### src/design/snoop_pkg.sv
`default_nettype none

package snoop_pkg;

    // Stream word and byte-enable widths
    localparam int DATA_W = 64;
    localparam int KEEP_W = 8;

    // Buffer geometry, 64 words of 64 bits
    localparam int ADDR_W = 6;
    localparam int DEPTH = 64;

    // Up to 512 bytes per stored packet
    localparam int BYTES_W = 10;

    // Result and statistics widths
    localparam int SUM_W = 16;
    localparam int CNT_W = 16;

    // One stream word and its byte enables
    typedef logic [DATA_W-1:0] data_t;
    typedef logic [KEEP_W-1:0] keep_t;

    // Buffer word address
    typedef logic [ADDR_W-1:0] addr_t;

    // Stored beat count, needs one more bit to reach DEPTH
    typedef logic [ADDR_W:0] beats_t;

    typedef logic [BYTES_W-1:0] bytes_t;

    // Valid bytes in one beat, 0 to 8
    typedef logic [3:0] inc_t;

    // Byte sum wraps modulo 2^16
    typedef logic [SUM_W-1:0] sum_t;
    typedef logic [CNT_W-1:0] cnt_t;

    // Snooper packet alignment states
    typedef enum logic [1:0] {
        IDLE,
        ALIGN,
        CAPTURE
    } snoop_state_e;

endpackage

`default_nettype wire
### src/design/snoop_wr_if.sv
`default_nettype none

// Write path from the snooper into the packet buffer
interface snoop_wr_if;
    import snoop_pkg::*;

    // One-cycle strobe per stored beat
    logic wr_en;

    // Word address inside the buffer
    addr_t addr;

    // Beat with invalid bytes already zeroed
    data_t data;

    // Number of kept bytes in this beat
    inc_t byte_inc;

    // Last captured beat, with or without a write
    logic done;

    // Snooper side drives everything
    modport snooper (output wr_en, addr, data, byte_inc, done);

    // Buffer side only listens
    modport buffer (input wr_en, addr, data, byte_inc, done);

endinterface

`default_nettype wire

### src/design/snoop_top.sv
`default_nettype none

module snoop_top (
    input  logic              clk,
    input  logic              rst,
    input  snoop_pkg::data_t  s_tdata_i,
    input  snoop_pkg::keep_t  s_tkeep_i,
    input  logic              s_tvalid_i,
    input  logic              s_tready_i,
    input  logic              s_tlast_i,
    output logic              result_valid_o,
    output snoop_pkg::sum_t   result_sum_o,
    output snoop_pkg::bytes_t result_bytes_o,
    output logic              result_trunc_o,
    output snoop_pkg::cnt_t   drop_count_o
);
    import snoop_pkg::*;

    // Snooper to buffer write path
    snoop_wr_if wr_bus ();

    // Core handshake and statistics
    logic core_rdy;
    logic drop_pulse;

    // Buffer totals handed to the core
    logic pkt_done;
    beats_t pkt_beats;
    bytes_t pkt_bytes;
    logic pkt_trunc;

    // Core read-back port
    addr_t rd_addr;
    data_t rd_data;

    axis_snooper i_snooper (
        .clk        (clk),
        .rst        (rst),
        .tdata_i    (s_tdata_i),
        .tkeep_i    (s_tkeep_i),
        .tvalid_i   (s_tvalid_i),
        .tready_i   (s_tready_i),
        .tlast_i    (s_tlast_i),
        .core_rdy_i (core_rdy),
        .wr         (wr_bus.snooper),
        .drop_o     (drop_pulse)
    );

    packet_buffer i_buffer (
        .clk         (clk),
        .rst         (rst),
        .wr          (wr_bus.buffer),
        .rd_addr_i   (rd_addr),
        .rd_data_o   (rd_data),
        .pkt_done_o  (pkt_done),
        .pkt_beats_o (pkt_beats),
        .pkt_bytes_o (pkt_bytes),
        .pkt_trunc_o (pkt_trunc)
    );

    byte_sum_core i_core (
        .clk            (clk),
        .rst            (rst),
        .pkt_done_i     (pkt_done),
        .pkt_beats_i    (pkt_beats),
        .pkt_bytes_i    (pkt_bytes),
        .pkt_trunc_i    (pkt_trunc),
        .rd_addr_o      (rd_addr),
        .rd_data_i      (rd_data),
        .core_rdy_o     (core_rdy),
        .drop_i         (drop_pulse),
        .result_valid_o (result_valid_o),
        .result_sum_o   (result_sum_o),
        .result_bytes_o (result_bytes_o),
        .result_trunc_o (result_trunc_o),
        .drop_count_o   (drop_count_o)
    );

endmodule

`default_nettype wire

### src/design/byte_sum_core.sv
`default_nettype none

module byte_sum_core (
    input  logic              clk,
    input  logic              rst,
    input  logic              pkt_done_i,
    input  snoop_pkg::beats_t pkt_beats_i,
    input  snoop_pkg::bytes_t pkt_bytes_i,
    input  logic              pkt_trunc_i,
    output snoop_pkg::addr_t  rd_addr_o,
    input  snoop_pkg::data_t  rd_data_i,
    output logic              core_rdy_o,
    input  logic              drop_i,
    output logic              result_valid_o,
    output snoop_pkg::sum_t   result_sum_o,
    output snoop_pkg::bytes_t result_bytes_o,
    output logic              result_trunc_o,
    output snoop_pkg::cnt_t   drop_count_o
);
    import snoop_pkg::*;

    // Read-back sequencer states
    typedef enum logic [1:0] {
        CORE_IDLE,
        CORE_READ,
        CORE_FINISH
    } core_state_e;

    core_state_e state_q;

    // Next beat to read, reaches pkt_beats_i when all are issued
    beats_t rd_cnt_q;

    // Read data of the previous cycle is valid
    logic rd_vld_q;
    logic issue;

    sum_t sum_q;
    sum_t word_sum;

    // Buffer totals stay stable until we raise ready again
    assign issue = (state_q == CORE_READ) && (rd_cnt_q != pkt_beats_i);
    assign rd_addr_o = rd_cnt_q[ADDR_W-1:0];

    // Ready is just the idle level
    assign core_rdy_o = (state_q == CORE_IDLE);

    // Add the eight bytes of the returning word
    always_comb begin
        word_sum = '0;
        for (int i = 0; i < KEEP_W; i++) begin
            word_sum = word_sum + sum_t'(rd_data_i[8*i +: 8]);
        end
    end

    always_ff @(posedge clk) begin
        if (rst) begin
            state_q <= CORE_IDLE;
            rd_cnt_q <= '0;
            rd_vld_q <= 1'b0;
            result_valid_o <= 1'b0;
        end else begin
            rd_vld_q <= issue;
            result_valid_o <= 1'b0;
            case (state_q)
                CORE_IDLE: begin
                    if (pkt_done_i) begin
                        state_q <= CORE_READ;
                        rd_cnt_q <= '0;
                    end
                end
                CORE_READ: begin
                    // One read per cycle until every stored beat is issued
                    if (issue) begin
                        rd_cnt_q <= rd_cnt_q + beats_t'(1);
                    end else begin
                        state_q <= CORE_FINISH;
                    end
                end
                CORE_FINISH: begin
                    // Last word was added on the way in here
                    state_q <= CORE_IDLE;
                    result_valid_o <= 1'b1;
                end
                default: begin
                    state_q <= CORE_IDLE;
                end
            endcase
        end
    end

    // Sum restarts whenever the core sits idle
    always_ff @(posedge clk) begin
        if (state_q == CORE_IDLE) begin
            sum_q <= '0;
        end else if (rd_vld_q) begin
            sum_q <= sum_q + word_sum;
        end
    end

    always_ff @(posedge clk) begin
        if (state_q == CORE_FINISH) begin
            result_sum_o <= sum_q;
            result_bytes_o <= pkt_bytes_i;
            result_trunc_o <= pkt_trunc_i;
        end
    end

    // Dropped packet counter, sticks at all ones
    always_ff @(posedge clk) begin
        if (rst) begin
            drop_count_o <= '0;
        end else if (drop_i && (drop_count_o != '1)) begin
            drop_count_o <= drop_count_o + cnt_t'(1);
        end
    end

endmodule

`default_nettype wire

### src/design/packet_buffer.sv
`default_nettype none

module packet_buffer (
    input  logic               clk,
    input  logic               rst,
    snoop_wr_if.buffer         wr,
    input  snoop_pkg::addr_t   rd_addr_i,
    output snoop_pkg::data_t   rd_data_o,
    output logic               pkt_done_o,
    output snoop_pkg::beats_t  pkt_beats_o,
    output snoop_pkg::bytes_t  pkt_bytes_o,
    output logic               pkt_trunc_o
);
    import snoop_pkg::*;

    // Packet storage, one stream word per entry
    data_t mem [DEPTH];

    // Running totals of the packet being written
    beats_t beat_cnt_q;
    bytes_t byte_cnt_q;

    // Totals including the beat on the bus this cycle
    beats_t beat_total;
    bytes_t byte_total;

    // Single write port, registered read port
    always_ff @(posedge clk) begin
        if (wr.wr_en) begin
            mem[wr.addr] <= wr.data;
        end
        rd_data_o <= mem[rd_addr_i];
    end

    // Discarded beats add neither a beat nor their bytes
    assign beat_total = wr.wr_en ? beat_cnt_q + beats_t'(1) : beat_cnt_q;
    assign byte_total = wr.wr_en ? byte_cnt_q + bytes_t'(wr.byte_inc) : byte_cnt_q;

    always_ff @(posedge clk) begin
        if (rst) begin
            beat_cnt_q <= '0;
            byte_cnt_q <= '0;
            pkt_done_o <= 1'b0;
        end else begin
            pkt_done_o <= wr.done;
            if (wr.done) begin
                beat_cnt_q <= '0;
                byte_cnt_q <= '0;
            end else begin
                beat_cnt_q <= beat_total;
                byte_cnt_q <= byte_total;
            end
        end
    end

    // Totals held for the core until the next packet ends
    always_ff @(posedge clk) begin
        if (wr.done) begin
            pkt_beats_o <= beat_total;
            pkt_bytes_o <= byte_total;
            // Last beat came without a write, so the buffer had filled up
            pkt_trunc_o <= !wr.wr_en;
        end
    end

endmodule

`default_nettype wire

### src/design/axis_snooper.sv
`default_nettype none

module axis_snooper (
    input  logic             clk,
    input  logic             rst,
    input  snoop_pkg::data_t tdata_i,
    input  snoop_pkg::keep_t tkeep_i,
    input  logic             tvalid_i,
    input  logic             tready_i,
    input  logic             tlast_i,
    input  logic             core_rdy_i,
    snoop_wr_if.snooper      wr,
    output logic             drop_o
);
    import snoop_pkg::*;

    // Registered copy of the snooped stream
    data_t tdata_q;
    keep_t tkeep_q;
    logic tvalid_q;
    logic tready_q;
    logic tlast_q;

    snoop_state_e state_q;

    // Tracks whether the link is between first and last beat
    logic in_packet_q;

    // Set once ready has been seen low after our last done
    logic rdy_fresh_q;

    // Buffer full so further beats of this packet are discarded
    logic full_q;
    addr_t addr_q;

    logic beat_acc;
    logic pkt_mid;
    logic capture_beat;
    logic write_beat;
    logic done_beat;
    data_t masked_data;
    inc_t keep_cnt;

    // Input register stage
    always_ff @(posedge clk) begin
        if (rst) begin
            tvalid_q <= 1'b0;
        end else begin
            tvalid_q <= tvalid_i;
        end
    end

    always_ff @(posedge clk) begin
        tdata_q <= tdata_i;
        tkeep_q <= tkeep_i;
        tready_q <= tready_i;
        tlast_q <= tlast_i;
    end

    // Beat counts only when both sides agreed on the link
    assign beat_acc = tvalid_q && tready_q;

    // Mid-packet as seen from the next beat onwards
    assign pkt_mid = beat_acc ? !tlast_q : in_packet_q;

    // Zero the bytes TKEEP marks invalid and count the kept ones
    always_comb begin
        masked_data = '0;
        keep_cnt = '0;
        for (int i = 0; i < KEEP_W; i++) begin
            if (tkeep_q[i]) begin
                masked_data[8*i +: 8] = tdata_q[8*i +: 8];
                keep_cnt = keep_cnt + inc_t'(1);
            end
        end
    end

    assign capture_beat = (state_q == CAPTURE) && beat_acc;
    // Beats past DEPTH are dropped on the floor
    assign write_beat = capture_beat && !full_q;
    assign done_beat = capture_beat && tlast_q;

    assign wr.wr_en = write_beat;
    assign wr.addr = addr_q;
    assign wr.data = masked_data;
    assign wr.byte_inc = keep_cnt;
    assign wr.done = done_beat;

    // A packet ending outside CAPTURE was never stored
    assign drop_o = (state_q != CAPTURE) && beat_acc && tlast_q;

    always_ff @(posedge clk) begin
        if (rst) begin
            state_q <= IDLE;
            in_packet_q <= 1'b0;
            rdy_fresh_q <= 1'b1;
            full_q <= 1'b0;
            addr_q <= '0;
        end else begin
            if (beat_acc) begin
                in_packet_q <= !tlast_q;
            end
            // Core has taken the last packet so its next ready is genuine
            if (!core_rdy_i) begin
                rdy_fresh_q <= 1'b1;
            end
            case (state_q)
                IDLE: begin
                    if (core_rdy_i && rdy_fresh_q) begin
                        state_q <= pkt_mid ? ALIGN : CAPTURE;
                    end
                end
                ALIGN: begin
                    // Skip the rest of the packet already in flight
                    if (beat_acc && tlast_q) begin
                        state_q <= CAPTURE;
                    end
                end
                CAPTURE: begin
                    if (write_beat) begin
                        addr_q <= addr_q + addr_t'(1);
                        if (addr_q == addr_t'(DEPTH - 1)) begin
                            full_q <= 1'b1;
                        end
                    end
                    if (done_beat) begin
                        state_q <= IDLE;
                        addr_q <= '0;
                        full_q <= 1'b0;
                        // Ready stays high a while after done
                        rdy_fresh_q <= 1'b0;
                    end
                end
                default: begin
                    state_q <= IDLE;
                end
            endcase
        end
    end

endmodule

`default_nettype wire

### config.mk
export PLATFORM = sky130hd
export DESIGN_NAME = snoop_top
export DESIGN_NICKNAME = d
export VERILOG_FILES = /design/src/design/snoop_pkg.sv /design/src/design/snoop_wr_if.sv /design/src/design/snoop_top.sv /design/src/design/byte_sum_core.sv /design/src/design/packet_buffer.sv /design/src/design/axis_snooper.sv
export SDC_FILE = /design/constraint.sdc
export NUM_CORES = 2
export LEC_CHECK = 0
export BUFFER_PORTS_ARGS = -buffer_cell sky130_fd_sc_hd__buf_4
export CELL_PAD_IN_SITES_DETAIL_PLACEMENT = 2
export CELL_PAD_IN_SITES_GLOBAL_PLACEMENT = 2
export CORE_ASPECT_RATIO = 1.5
export CORE_MARGIN = 5
export CORE_UTILIZATION = 55
export DETAILED_ROUTE_END_ITERATION = 8
export PLACE_DENSITY = 0.95
export SLEW_MARGIN = 20
export SYNTH_ARGS = -nofsm -noshare
export SYNTH_HDL_FRONTEND = slang
export SYNTH_HIERARCHICAL = 1
export SYNTH_SLANG_ARGS = --single-unit
### constraint.sdc
create_clock -name clk -period 16.2 [get_ports clk]
set_clock_uncertainty 0.05 [all_clocks]
set_input_delay 3.24 -clock clk [delete_from_list [all_inputs] [get_ports clk]]
set_output_delay 3.24 -clock clk [all_outputs]
set_load 0.01 [all_outputs]
==> results.cfg, run 1 <==
[yosys]
synth_edf_count = 4141
synth_fp_nets = 7746
yosysUniqueCellTypes = 76
yosysSeqAreaShare_pct = 77.66
ys_async_sr_fraction_pct = 0
synth_cells = 7575
synth_area_per_cell_um2 = 21.86
ys_ff_latch = 4352
yosysWarnings = 6
ys.flop_type = edfxtp_1
syn_area_um2 = 165600

[run_status]
haltStage = detailed placement
status = aborted with a tool error
error = [ERROR DPL-0033] detailed placement checks failed during check placement.

[placement]
place_congestion = 0.8704
dp.final_hpwl_um = 517100
numPortBuffers = 120

[die]
start_util_pct = 55.28
dieHeight_um = 682.0
die_x_um = 458.0
pin_count = 121
core.rowCount = 246
cells by family after synthesis:
group / Yosys count / synth area share [%]
flops: 4352 / 77.66
mux: 1047 / 14.07
simple gates: 935 / 2.971
compound gates: 554 / 2.486
buf+inv: 526 / 1.513
fa+ha+maj: 94 / 0.9326
xor+xnor: 67 / 0.3680
through the flow:
stage	setup slack [ps]	std cells	hold WS (ps)	instance area, µm²
after floorplan	9430	7575	350.3	165600
after global placement	10090	11480	354.9	171900
cells in the mapped netlist, types with 30 or more instances:
cell,instances,area [µm²]
a211oi_1,70,525.5
a22oi_1,129,968.4
and2_1,85,531.8
and3_1,70,437.9
buf_2,116,580.6
buf_4,92,690.7
clkbuf_1,177,664.4
dfxtp_1,211,4224
edfxtp_1,4141,124300
fa_1,49,980.9
ha_1,45,563.0
inv_1,104,390.4
mux4_2,1024,23060
nand2_1,185,694.4
nand3_1,153,765.7
nand4_1,141,882.1
nor2_1,127,476.7
nor2b_1,81,506.7
o221ai_1,127,1112
o22ai_1,130,813.3
xnor2_1,35,306.5
xor2_1,30,262.8
==> run 2: changes to the inputs <==
- CELL_PAD_IN_SITES_DETAIL_PLACEMENT: 2 -> default
- CELL_PAD_IN_SITES_GLOBAL_PLACEMENT: 2 -> default
- CORE_ASPECT_RATIO: 1.5 -> default
- CORE_UTILIZATION: 55 -> 40
- PLACE_DENSITY: 0.95 -> default
- PLACE_DENSITY_LB_ADDON: default -> 0.15
==> run 2 against run 1 <==
  * The run now ends clean
  * Synthesized cell count did not move
  * Synthesized area unchanged
==> results.cfg, run 2 <==
[detailed_routing]
antenna_left = 0
drc = 0
routed_via_density = 6.063
wl_um = 530700
post_drt_wl_per_cell_um = 38.22
drt-initial-drc-count = 11330
vias = 84190
drtPass1Iterations = 6

[grt]
antenna_found_initial = 38
grt_pass1_vias = 84050
overflow = 0
grt_max_degree = 120
grt.total_usage_pct = 24.53
grt_pass1_wl_um = 724300

[sta]
fin_crit_sh_pct = 38.80
setup_viol = 0
worst_slack_ps = 9914
rsz0062_at_grt = no
finalCriticalPeriod_ps = 6286
finalSetupTns_ps = 0
worst_pin_slew_ps = 1178
fmax_mhz = 159.1
hold_viol = 0
slew_violations = 0
slew_headroom_pct = 21.48

[yosys]
ys.flop_type = edfxtp_1
syn_area_um2 = 165600
synth_area_per_cell_um2 = 21.86
ys_async_sr_fraction_pct = 0
synth_fp_nets = 7746
synthTopCellsByArea = edfxtp_1, mux4_2, dfxtp_1
synth_edf_count = 4141
ys_ff_latch = 4352
yosysWarnings = 6
synth_commonest_cells = edfxtp_1, mux4_2, dfxtp_1
yosysSeqAreaShare_pct = 77.66
synth_top_area_share_pct = 75.11
yosys.area.top_type = edfxtp_1
yosysUniqueCellTypes = 76
yosysMostFrequentCell = edfxtp_1
synth_cells = 7575

[clocking]
cts-root-buf = clkbuf_16
hold_buffers = 0
clock_latency_ps = 1000
htree_levels = 5
cts_tree = done
post_cts_buffers = 0
cts-resized-gates = 0
cts-buffers-inserted = 453
clk_pin_slew_ps = 60
cts_buffer_depth = 4
cts_num_sinks = 4352

[die]
pin_count = 121
die_x_um = 653.4
start_util_pct = 40.11
core.rowCount = 236
dieArea_um2 = 426900
fp.coreArea_um2 = 412800
dieHeight_um = 653.4

[placement]
numPortBuffers = 120
place_congestion = 0.8306
dpl_cell_area_um2 = 174000
dpl_worst_slack_ps = 10060
dp.final_hpwl_um = 293800
dp.cells = 13010

[worst_hold_path]
whs_endpoint = i_core/result_bytes_o[8]
min_path_type = flip-flop to flip-flop
min_from = i_buffer/pkt_bytes_o[8]
holdPathStages = 0

[final_layout]
final_net_count = 8169
area.growth.synth_to_final_pct = 13.86
largest_register_ffs = 4096
drive_gt1_share_pct = 26.66
top_register = i_buffer/mem
final_common_cell = edfxtp_1
final_cells = 13890
design_area_um2 = 188500
reg_top3 = i_buffer/mem: 4096 flops, i_buffer/rd_data_o: 64 flops, i_snooper/tdata_q: 64 flops
final_cell_mix = edfxtp_1, mux4_2, clkbuf_16
fillers = 34530

[setup_path]
r2r-start = i_buffer/rd_data_o[1]
rrSetupSlack_ps = 9910
setup.worst_path.end_class = flip-flop
reg2regPathDepth = 22
required_ps = 17040
critPathArrivalTime_ps = 7130
worstSetupPathType = flip-flop to flip-flop
r2r_end = i_core/sum_q[12]
cp_max_fo = 5
cp-start-kind = flip-flop

[run_status]
status = finished clean

[job]
max_cap_violations = 0

[power_and_ir_drop]
p_switching_mw = 4.818
clkPwrFrac_pct = 43.8
power_frac_comb_pct = 2.6
powerDensity_nw_per_um2 = 122.3
switching_share_pct = 20.90
p_int_mw = 18.24
ir_drop_uv = 92.75
power.leakage_nw = 57.88
seqPwrFrac_pct = 53.5
-- run 2: how the worst max path moves through the flow --
| stage | from | endpoint | slack, ps | cells past startpoint |
|---|---|---|---|---|
| 2_1_floorplan | i_snooper/state_q[0] | i_buffer/mem[40][0] | 9430 | 7 |
| 3_3_place_gp | i_buffer/rd_data_o[1] | i_core/sum_q[12] | 10040 | 22 |
| 3_5_place_dp | i_buffer/rd_data_o[1] | i_core/sum_q[12] | 10060 | 22 |
| 4_1_cts | i_buffer/rd_data_o[1] | i_core/sum_q[12] | 10010 | 22 |
| 5_1_grt | i_snooper/tkeep_q[1] | i_buffer/pkt_bytes_o[9] | 9590 | 20 |
| 6_report | i_buffer/rd_data_o[1] | i_core/sum_q[12] | 9910 | 22 |
-- run 2: routing by layer --
layer	share of wire (%)	wire, µm	GRT usage (%)
met5	0.011	56	0
met4	3.5	18560	7.598
met3	7.9	42060	4.033
met2	48	257200	40.04
met1	40	212800	34.00
-- run 2: stage by stage --
step | hold WS [ps] | util, % | power, mW
floorplan | 350.3 | - | 12.98
global placement | 352.4 | 42.15 | 13.16
detailed placement | 354.5 | 42.15 | 13.18
CTS | 359.5 | 45.63 | 23.22
global route | 369.1 | 45.66 | 23.76
finish | 354.9 | 45.67 | 23.05
-- run 2: power groups by stage --
stage	sequential (mW)	combinational, mW	clock [mW]
2_1_floorplan	12.6	0.408	0
3_3_place_gp	12.6	0.577	0
3_5_place_dp	12.6	0.593	0
4_1_cts	12.3	0.596	10.3
5_1_grt	12.3	0.661	10.8
6_report	12.3	0.606	10.1
-- run 2: layout make-up --
class	count	area [µm²]	area share, %
clock inverters	238	2019	1.071
repair buffers	389	3078	1.633
diodes	18	45.04	0.02389
multi-input cells	2697	35200	18.67
inverters	105	394.1	0.2091
clock buffers	613	12340	6.547
flip-flops and latches	4352	128600	68.21
well taps	5474	6849	3.633
-- run 2: cells by family (layout without fill, tap and decap cells) --
| logic type | after synthesis | count (layout) | share of synthesized area (%) |
|---|---|---|---|
| flops | 4352 | 4352 | 77.66 |
| compound gates | 554 | 554 | 2.486 |
| fa+ha+maj | 94 | 94 | 0.9326 |
| simple gates | 935 | 935 | 2.971 |
| xor+xnor | 67 | 67 | 0.3680 |
| buf+inv | 526 | 1345 | 1.513 |
| other cells | 0 | 18 | 0 |
| mux | 1047 | 1047 | 14.07 |
-- run 2: critical path, cell delays in order, from the launching register on --
cell and delay, ps:
dfxtp_1 310, inv_1 60, fa_1 510, fa_1 520
inv_1 40, ha_1 200, inv_1 80, fa_1 220
nor2b_1 60, o21ai_0 240, a21boi_0 170, o31ai_1 320
a21bo_2 300, fa_1 500, fa_1 440, fa_1 550
inv_1 50, ha_1 370, a21oi_1 170, nand2_1 110
o2111a_1 290, o311a_1 340, nor4_1 310
Power figures use the tool's default switching activity.
